$ cat config.mk
export PLATFORM = sky130hd
export DESIGN_NAME = voice_top
export DESIGN_NICKNAME = d
export VERILOG_FILES = /design/src/voice_pkg.sv /design/src/ctrl_if.sv /design/src/synckey.sv /design/src/audio_proc.sv /design/src/audio_out.sv /design/src/voice_top.sv
export SDC_FILE = /design/constraint.sdc
export NUM_CORES = 1
export LEC_CHECK = 0
export ABC_AREA = 1
export BUFFER_PORTS_ARGS = -buffer_cell sky130_fd_sc_hd__buf_2
export CAP_MARGIN = 15
export CORE_MARGIN = 5
export CORE_UTILIZATION = 42
export CTS_BUF_LIST = sky130_fd_sc_hd__clkbuf_16
export CTS_CLUSTER_DIAMETER = 60
export DETAILED_ROUTE_END_ITERATION = 16
export PLACE_DENSITY_LB_ADDON = 0.1
export REMOVE_ABC_BUFFERS = 1
export SYNTH_ARGS = -nofsm -noshare
export SYNTH_HDL_FRONTEND = slang
export SYNTH_HIERARCHICAL = 1
export SYNTH_SLANG_ARGS = --single-unit
$ cat constraint.sdc
create_clock -name clk -period 2.6 [get_ports clk]
set_input_delay 0.78 -clock clk [delete_from_list [all_inputs] [get_ports clk]]
set_output_delay 0.78 -clock clk [all_outputs]
set_load 0.02 [all_outputs]
$ cat src/voice_pkg.sv
package voice_pkg;

    // data path widths
    localparam int SAMPLE_W = 16;                       // signed audio sample
    localparam int VOL_W    = 4;                        // volume level
    localparam int PB_N     = 4;                        // number of pushbuttons
    localparam int KNOB_W   = 2;                        // quadrature knob lines

    localparam logic [VOL_W-1:0] VOL_MAX = 4'd15;       // loudest setting, no shift

    // gate compares a 17-bit magnitude so -32768 stays representable
    localparam logic [SAMPLE_W:0] NG_THRESHOLD = 17'd256;

    // effect clamps to +/- this value
    localparam logic signed [SAMPLE_W-1:0] EFFECT_CLIP = 16'sd8192;

    // knob phases in gray order, PH0 -> PH1 -> PH2 -> PH3 is clockwise
    typedef enum logic [KNOB_W-1:0] {
        PH0 = 2'b00,
        PH1 = 2'b01,
        PH2 = 2'b11,
        PH3 = 2'b10
    } quad_phase_t;

    // bit positions inside the pbs bus
    typedef enum logic [1:0] {
        BTN_PTT    = 2'd0,                              // push-to-talk, level
        BTN_MUTE   = 2'd1,                              // toggles mute
        BTN_EFFECT = 2'd2,                              // toggles clip effect
        BTN_NGATE  = 2'd3                               // toggles noise gate
    } button_t;

endpackage

$ cat src/ctrl_if.sv
interface ctrl_if;

    logic [voice_pkg::VOL_W-1:0] volume;                // 0 quietest, 15 unshifted
    logic                        ptt;                   // push-to-talk held
    logic                        mute;                  // mute mode
    logic                        effect;                // clipping effect mode
    logic                        noise_gate;            // noise gate mode

    // decode side owns every level
    modport dec (
        output volume, ptt, mute, effect, noise_gate
    );

    // execute pipeline only shapes the sample
    modport exe (
        input volume, effect, noise_gate
    );

    // result stage gates the output
    modport res (
        input mute, ptt
    );

endinterface

$ cat src/synckey.sv
module synckey (
    input  logic                         clk,
    input  logic                         rst,
    input  logic [voice_pkg::PB_N-1:0]   pbs,       // raw pushbuttons
    input  logic [voice_pkg::KNOB_W-1:0] vol,       // raw quadrature knob
    ctrl_if.dec                          ctrl
);

    logic [voice_pkg::PB_N-1:0]   pbs_s1, pbs_s2;   // button synchronizer
    logic [voice_pkg::PB_N-1:0]   pbs_prev;         // last synced buttons
    logic [voice_pkg::PB_N-1:0]   rise;             // synced rising edges
    logic [voice_pkg::KNOB_W-1:0] vol_s1, vol_s2;   // knob synchronizer
    voice_pkg::quad_phase_t       ph_new, ph_old;   // knob phases, newer and older
    logic                         cw, acw;          // one step detected
    logic                         cw_q, acw_q;      // step registered
    logic [voice_pkg::VOL_W-1:0]  vol_q;            // volume level
    logic                         mute_q, effect_q, ngate_q, ptt_q;
    logic                         mute_d, effect_d, ngate_d;

    // two-flop synchronizers plus edge history
    always_ff @(posedge clk, posedge rst) begin
        if (rst) begin
            pbs_s1   <= '0;
            pbs_s2   <= '0;
            pbs_prev <= '0;
            vol_s1   <= '0;
            vol_s2   <= '0;
        end else begin
            pbs_s1   <= pbs;
            pbs_s2   <= pbs_s1;
            pbs_prev <= pbs_s2;
            vol_s1   <= vol;
            vol_s2   <= vol_s1;
        end
    end

    assign rise = pbs_s2 & ~pbs_prev;               // press seen at second flop

    // one toggle per cycle, mute wins over effect wins over gate
    always_comb begin
        mute_d   = mute_q;
        effect_d = effect_q;
        ngate_d  = ngate_q;
        if (rise[voice_pkg::BTN_MUTE]) begin
            mute_d = ~mute_q;
        end else if (rise[voice_pkg::BTN_EFFECT]) begin
            effect_d = ~effect_q;
        end else if (rise[voice_pkg::BTN_NGATE]) begin
            ngate_d = ~ngate_q;
        end
    end

    always_ff @(posedge clk, posedge rst) begin
        if (rst) begin
            mute_q   <= 1'b0;
            effect_q <= 1'b0;
            ngate_q  <= 1'b0;
            ptt_q    <= 1'b0;
        end else begin
            mute_q   <= mute_d;
            effect_q <= effect_d;
            ngate_q  <= ngate_d;
            ptt_q    <= pbs_s2[voice_pkg::BTN_PTT];  // follows the button, no latch
        end
    end

    assign ph_new = voice_pkg::quad_phase_t'(vol_s1);
    assign ph_old = voice_pkg::quad_phase_t'(vol_s2);

    // direction from old phase to new phase, jumps of two count as nothing
    always_comb begin
        cw  = 1'b0;
        acw = 1'b0;
        case ({ph_old, ph_new})
            {voice_pkg::PH0, voice_pkg::PH1},
            {voice_pkg::PH1, voice_pkg::PH2},
            {voice_pkg::PH2, voice_pkg::PH3},
            {voice_pkg::PH3, voice_pkg::PH0}: cw  = 1'b1;
            {voice_pkg::PH0, voice_pkg::PH3},
            {voice_pkg::PH3, voice_pkg::PH2},
            {voice_pkg::PH2, voice_pkg::PH1},
            {voice_pkg::PH1, voice_pkg::PH0}: acw = 1'b1;
            default: ;                              // no move or invalid jump
        endcase
    end

    // step is registered so the knob lines up with the button path
    always_ff @(posedge clk, posedge rst) begin
        if (rst) begin
            cw_q  <= 1'b0;
            acw_q <= 1'b0;
            vol_q <= '0;
        end else begin
            cw_q  <= cw;
            acw_q <= acw;
            if (cw_q && vol_q != voice_pkg::VOL_MAX) begin
                vol_q <= vol_q + 1'b1;              // saturate at top
            end else if (acw_q && vol_q != '0) begin
                vol_q <= vol_q - 1'b1;              // saturate at zero
            end
        end
    end

    assign ctrl.volume     = vol_q;
    assign ctrl.ptt        = ptt_q;
    assign ctrl.mute       = mute_q;
    assign ctrl.effect     = effect_q;
    assign ctrl.noise_gate = ngate_q;

    a_dir_excl: assert property (@(posedge clk) disable iff (rst)
        !(cw && acw));

    // no wrap and no double step
    a_vol_step: assert property (@(posedge clk) disable iff (rst)
        (vol_q != $past(vol_q)) |->
            (({1'b0, vol_q} == {1'b0, $past(vol_q)} + 5'd1) ||
             ({1'b0, vol_q} + 5'd1 == {1'b0, $past(vol_q)})));

    a_one_toggle: assert property (@(posedge clk) disable iff (rst)
        $countones({mute_q, effect_q, ngate_q} ^
                   $past({mute_q, effect_q, ngate_q})) <= 1);

endmodule

$ cat src/audio_proc.sv
module audio_proc (
    input  logic                                clk,
    input  logic                                rst,
    input  logic signed [voice_pkg::SAMPLE_W-1:0] sample_in,
    input  logic                                sample_valid,
    ctrl_if.exe                                 ctrl,
    output logic signed [voice_pkg::SAMPLE_W-1:0] proc_sample,
    output logic                                proc_valid
);

    logic [voice_pkg::SAMPLE_W:0]          ext;       // sign-extended input, 17 bits
    logic [voice_pkg::SAMPLE_W:0]          mag;       // magnitude, fits -32768
    logic                                  gated;     // sample falls under the gate
    logic signed [voice_pkg::SAMPLE_W-1:0] clipped;   // effect applied
    logic signed [voice_pkg::SAMPLE_W-1:0] s1_next;   // stage 1 result
    logic signed [voice_pkg::SAMPLE_W-1:0] s1_data;
    logic                                  s1_valid;
    logic [voice_pkg::VOL_W-1:0]           shamt;     // attenuation in bits
    logic signed [voice_pkg::SAMPLE_W-1:0] s2_data;
    logic                                  s2_valid;

    assign ext = {sample_in[voice_pkg::SAMPLE_W-1], sample_in};
    assign mag = sample_in[voice_pkg::SAMPLE_W-1] ? -ext : ext;

    // gate looks at the raw sample, before any clipping
    assign gated = ctrl.noise_gate && (mag < voice_pkg::NG_THRESHOLD);

    always_comb begin
        if (sample_in > voice_pkg::EFFECT_CLIP) begin
            clipped = voice_pkg::EFFECT_CLIP;
        end else if (sample_in < -voice_pkg::EFFECT_CLIP) begin
            clipped = -voice_pkg::EFFECT_CLIP;
        end else begin
            clipped = sample_in;
        end
    end

    always_comb begin
        if (gated) begin
            s1_next = '0;                           // gate decided first
        end else if (ctrl.effect) begin
            s1_next = clipped;
        end else begin
            s1_next = sample_in;
        end
    end

    // volume 15 leaves the sample alone, volume 0 shifts by 15
    assign shamt = voice_pkg::VOL_MAX - ctrl.volume;

    // valid flags carry the pipeline state
    always_ff @(posedge clk, posedge rst) begin
        if (rst) begin
            s1_valid <= 1'b0;
            s2_valid <= 1'b0;
        end else begin
            s1_valid <= sample_valid;
            s2_valid <= s1_valid;
        end
    end

    // sample data only moves with its valid
    always_ff @(posedge clk) begin
        if (sample_valid) begin
            s1_data <= s1_next;
        end
        if (s1_valid) begin
            s2_data <= s1_data >>> shamt;           // arithmetic, keeps sign
        end
    end

    assign proc_sample = s2_data;
    assign proc_valid  = s2_valid;

    a_latency: assert property (@(posedge clk) disable iff (rst)
        proc_valid == $past(sample_valid, 2));

endmodule

$ cat src/audio_out.sv
module audio_out (
    input  logic                                  clk,
    input  logic                                  rst,
    input  logic signed [voice_pkg::SAMPLE_W-1:0] proc_sample,
    input  logic                                  proc_valid,
    ctrl_if.res                                   ctrl,
    output logic signed [voice_pkg::SAMPLE_W-1:0] sample_out,
    output logic                                  sample_out_valid,
    output logic                                  tx_active
);

    logic                                  silenced;  // mute without ptt
    logic signed [voice_pkg::SAMPLE_W-1:0] gated;     // sample after mute

    assign silenced = ctrl.mute && !ctrl.ptt;          // ptt overrides mute
    assign gated    = silenced ? '0 : proc_sample;

    always_ff @(posedge clk, posedge rst) begin
        if (rst) begin
            sample_out       <= '0;
            sample_out_valid <= 1'b0;
            tx_active        <= 1'b0;
        end else begin
            sample_out_valid <= proc_valid;         // one-cycle strobe
            if (proc_valid) begin
                sample_out <= gated;
                tx_active  <= (gated != '0);        // held until next sample
            end
        end
    end

    // a second strobe in a row needs two input strobes in a row
    a_strobe: assert property (@(posedge clk) disable iff (rst)
        (sample_out_valid && $past(sample_out_valid)) |->
            ($past(proc_valid) && $past(proc_valid, 2)));

endmodule

$ cat src/voice_top.sv
module voice_top (
    input  logic                                  clk,
    input  logic                                  rst,
    input  logic [voice_pkg::PB_N-1:0]            pbs,
    input  logic [voice_pkg::KNOB_W-1:0]          vol,
    input  logic signed [voice_pkg::SAMPLE_W-1:0] sample_in,
    input  logic                                  sample_valid,
    output logic signed [voice_pkg::SAMPLE_W-1:0] sample_out,
    output logic                                  sample_out_valid,
    output logic                                  tx_active,
    output logic [voice_pkg::VOL_W-1:0]           volume,      // status leds
    output logic                                  mute,
    output logic                                  effect,
    output logic                                  noise_gate,
    output logic                                  ptt
);

    logic signed [voice_pkg::SAMPLE_W-1:0] proc_sample;       // execute to result
    logic                                  proc_valid;

    ctrl_if ctrl_bus ();

    synckey u_synckey (
        .clk  (clk),
        .rst  (rst),
        .pbs  (pbs),
        .vol  (vol),
        .ctrl (ctrl_bus.dec)
    );

    audio_proc u_audio_proc (
        .clk          (clk),
        .rst          (rst),
        .sample_in    (sample_in),
        .sample_valid (sample_valid),
        .ctrl         (ctrl_bus.exe),
        .proc_sample  (proc_sample),
        .proc_valid   (proc_valid)
    );

    audio_out u_audio_out (
        .clk              (clk),
        .rst              (rst),
        .proc_sample      (proc_sample),
        .proc_valid       (proc_valid),
        .ctrl             (ctrl_bus.res),
        .sample_out       (sample_out),
        .sample_out_valid (sample_out_valid),
        .tx_active        (tx_active)
    );

    // control levels mirrored to pins
    assign volume     = ctrl_bus.volume;
    assign mute       = ctrl_bus.mute;
    assign effect     = ctrl_bus.effect;
    assign noise_gate = ctrl_bus.noise_gate;
    assign ptt        = ctrl_bus.ptt;

endmodule

==> metrics <==
Critical path origin u_synckey/ctrl.volume[0]$_DFFE_PP0P_; setup violators final 0; per-cell routed wire length 11.9 um; reg-to-reg startpoint u_synckey/ctrl.volume[0]$_DFFE_PP0P_; Cell Pwr Density around 1100 nW/um^2; total grt overflow 0; relative slew slack 57.6%; final hold vios 0; Slew @ Worst Pin 0.636 ns; number of cells upsized or downsized after cts 0; dpl hpwl 5.79 mm; Die Y-Extent roughly 110 um; buffer count from post-CTS setup fixing 0; starting density of the core a little over two fifths; clock sinks 77; signed area change from the synthesized netlist to the final layout 16.7%; residual antenna-violating net count after detailed routing 0; worst-case reg-to-reg path depth 5; CP Launch Type register; Leakage roughly 0.0022 uW; DP Cell Count 613; Die Area 11,300 sq um; I/O pin total 51; number of fill cells in the layout between 800 and 900; wire length of the first global-routing pass 13.3 mm; maximum buffer depth of the clock tree 2; CTS hold repair buffers 0; Min-Delay Path Class in -> async; clock input transition at the sequential cells of the worst setup and hold paths ~0.060 ns; initial antenna violation count 0; port buffer count 50; number of distinct library cell variants in the gate-level netlist after synthesis 33; routed via count 3,012; dominant combinational cell family by area after synthesis simple AND/OR/NAND/NOR gates; share of synthesized area occupied by flip-flops and latches 53.4%; Yosys top cell by area sky130_fd_sc_hd__dfrtp_1; total iterations of the first detailed-routing run 4; unrepaired setup endpoints after global routing false; Async SR Flop Fraction roughly three fifths; Core ar. 9150 sq um; cell types occupying the most area after synthesis sky130_fd_sc_hd__dfrtp_1, sky130_fd_sc_hd__edfxtp_1, sky130_fd_sc_hd__nand2_1; fraction of layout cells with a size suffix above 1 18.1%; classification of the worst setup path reg -> out; die span in x around 110 um; pin count of the biggest net entering global routing 26; final design area excluding fillers 4560 sq um; status complete, no violations; max-cap viol count 0; vias per cell 4.79; CTS tree done; parity-gate share of the synthesized area counting xor and xnor cells roughly 1.6%; root buffer cell sky130_fd_sc_hd__clkbuf_16; Final Core Density around half; number of buffers created by CTS 9; top flip-flop cell by instance count after synthesis sky130_fd_sc_hd__dfrtp_1; routed wire length 7.48 mm; Detailed Route Iter0 Violations 84; simple-gate area share of the yosys netlist 28.1%; Yosys reg bits a little under 80; largest clock skew in the final design 0.00706 ns; mean cell area of the mapped netlist 8.44 sq um; post-synthesis mux area share 0.512%; Max rail drop VDD 0.000435 V; highest attainable clock frequency 0.478 GHz; number of standard-cell rows in the floorplan 35; cell area after placement 4250 sq um; area fraction in compound gates after synthesis 8.87%; clock latency on the worst-skew pair roughly 0.33 ns; number of global-route vias before repair 2,946; cell count after synthesis 463; data arrival time of the critical path 1.31 ns; peak fanout along the critical path 15; # nets final 542; required time of the critical path between 1.5 and 2 ns; GP Congestion between 0.8 and 0.9; CP Capture Type output port; arithmetic-cell share of the synthesized area counting full adders, half adders and majority gates 1.47%; proportion of netlist area held by the largest area contributor 28.8%; setup TNS 0 ns; ANT cells 0; DRC 0; max-slew violation total from the final report 0; part of the cycle the worst path needs 80.4%; maximum level of the CTS H-tree 3; count of flip-flops with a built-in enable after synthesis 32; fin crit period 2.09 ns; cell area after synthesis 3910 sq um; total routing resource utilization after global routing ~14%; count of placed standard cells in the final layout, fillers left out about 630; Synth warnings 6
==> layer usage <==
| metal | vias up | GRT usage, % | wire, um |
|---|---|---|---|
| met5 | - | 0 | 0 |
| met4 | 0 | 3.84 | 85 |
| met3 | 5 | 4.25 | 316 |
| met2 | 53 | 25.1 | 3730 |
| met1 | 1337 | 17.2 | 3350 |
| li1 | 1617 | - | - |
==> state kept, by name (all words and copies together), names as in the netlist <==
signal and cells:
u_audio_out/tx_active 1, u_audio_proc/s1_data 16, u_audio_proc/proc_sample 16, u_synckey/pbs_s2 4, u_synckey/ph_old 2, u_audio_proc/s1_valid 1
u_synckey/ctrl.effect 1, u_synckey/pbs_prev 4, u_audio_out/sample_out_valid 1, u_synckey/ctrl.volume 4, u_audio_out/sample_out 16, u_synckey/cw_q 1
u_synckey/pbs_s1 4, u_synckey/ctrl.mute 1, u_synckey/ctrl.noise_gate 1, u_synckey/ph_new 2, u_synckey/acw_q 1, u_audio_proc/proc_valid 1
==> through the flow <==
step	power, uW	worst slack, ns	hold slack (ns)
2_1_floorplan	3180	0.491	0.331
3_3_place_gp	3740	0.277	0.332
3_5_place_dp	3780	0.223	0.336
4_1_cts	5060	0.494	0.305
5_1_grt	5410	0.405	0.315
6_report	4990	0.510	0.314
==> cells in the final DEF, fill, tap and decap left out, types with 3 or more instances in the layout <==
master,count
sky130_fd_sc_hd__inv_1,36
sky130_fd_sc_hd__a21oi_1,9
sky130_fd_sc_hd__nor2_1,47
sky130_fd_sc_hd__xor2_1,3
sky130_fd_sc_hd__clkbuf_16,11
sky130_fd_sc_hd__edfxtp_1,32
sky130_fd_sc_hd__xnor2_1,4
sky130_fd_sc_hd__nand2_2,5
sky130_fd_sc_hd__nand2_1,138
sky130_fd_sc_hd__dfrtp_1,45
sky130_fd_sc_hd__nor2_2,5
sky130_fd_sc_hd__ha_1,3
sky130_fd_sc_hd__o21ai_0,41
sky130_fd_sc_hd__nand3_1,53
sky130_fd_sc_hd__buf_2,50
sky130_fd_sc_hd__o21ai_2,4
sky130_fd_sc_hd__buf_4,6
==> final timing paths <==
| path | endpoint | slack [ns] |
|---|---|---|
| max | volume[0] | 0.51 |
| max reg2reg | u_audio_proc/proc_sample[10]$_DFFE_PP_ | 0.69 |
| min in group clk | u_synckey/pbs_s2[2]$_DFF_PP0_ | 0.35 |
| min | u_audio_proc/s1_valid$_DFF_PP0_ | 0.31 |
| min reg2reg | u_synckey/pbs_s2[2]$_DFF_PP0_ | 0.35 |
| max in group asynchronous | u_audio_out/sample_out[0]$_DFFE_PP0P_ | 1.64 |
==> area by class of cell <==
class / count / area, sq um / area share (%)
sequential: 77 / 2090 / 45.8
multi-input combinational: 331 / 1580 / 34.7
timing repair buffer: 56 / 295 / 6.48
clock buffer: 11 / 275 / 6.04
inverter: 38 / 143 / 3.13
tap: 111 / 139 / 3.05
clock inverter: 5 / 36.3 / 0.796
==> power breakdown <==
| group | switching, uW | internal, uW | total, uW |
|---|---|---|---|
| clock network | 488 | 768 | 1260 |
| logic | 1200 | 641 | 1840 |
| registers | 227 | 1670 | 1900 |
| total | 1910 | 3080 | 4990 |
==> synthesized netlist by cell type (5+ instances only) <==
master	instances
sky130_fd_sc_hd__nand2_1	138
sky130_fd_sc_hd__nand3_1	53
sky130_fd_sc_hd__nor2_2	5
sky130_fd_sc_hd__clkbuf_1	6
sky130_fd_sc_hd__dfrtp_1	45
sky130_fd_sc_hd__nor2_1	47
sky130_fd_sc_hd__inv_1	36
sky130_fd_sc_hd__o21ai_0	41
sky130_fd_sc_hd__a21oi_1	9
sky130_fd_sc_hd__buf_2	7
sky130_fd_sc_hd__edfxtp_1	32
sky130_fd_sc_hd__nand2_2	5
==> worst max-delay path: stages (launching register included) <==
cell	delay, ns
sky130_fd_sc_hd__dfrtp_1	0.52
sky130_fd_sc_hd__buf_4	0.26
sky130_fd_sc_hd__buf_2	0.19
==> logic make-up after synthesis <==
group                    after synthesis
AND/OR/NAND/NOR                      257
multiplexers                           2
buffers and inverters                 55
XOR/XNOR                               7
adder cells (fa/ha/maj)                4
AO/OA/AOI/OAI                         61
flip-flops                            77
No activity file was read; power rests on OpenSTA's default activity.
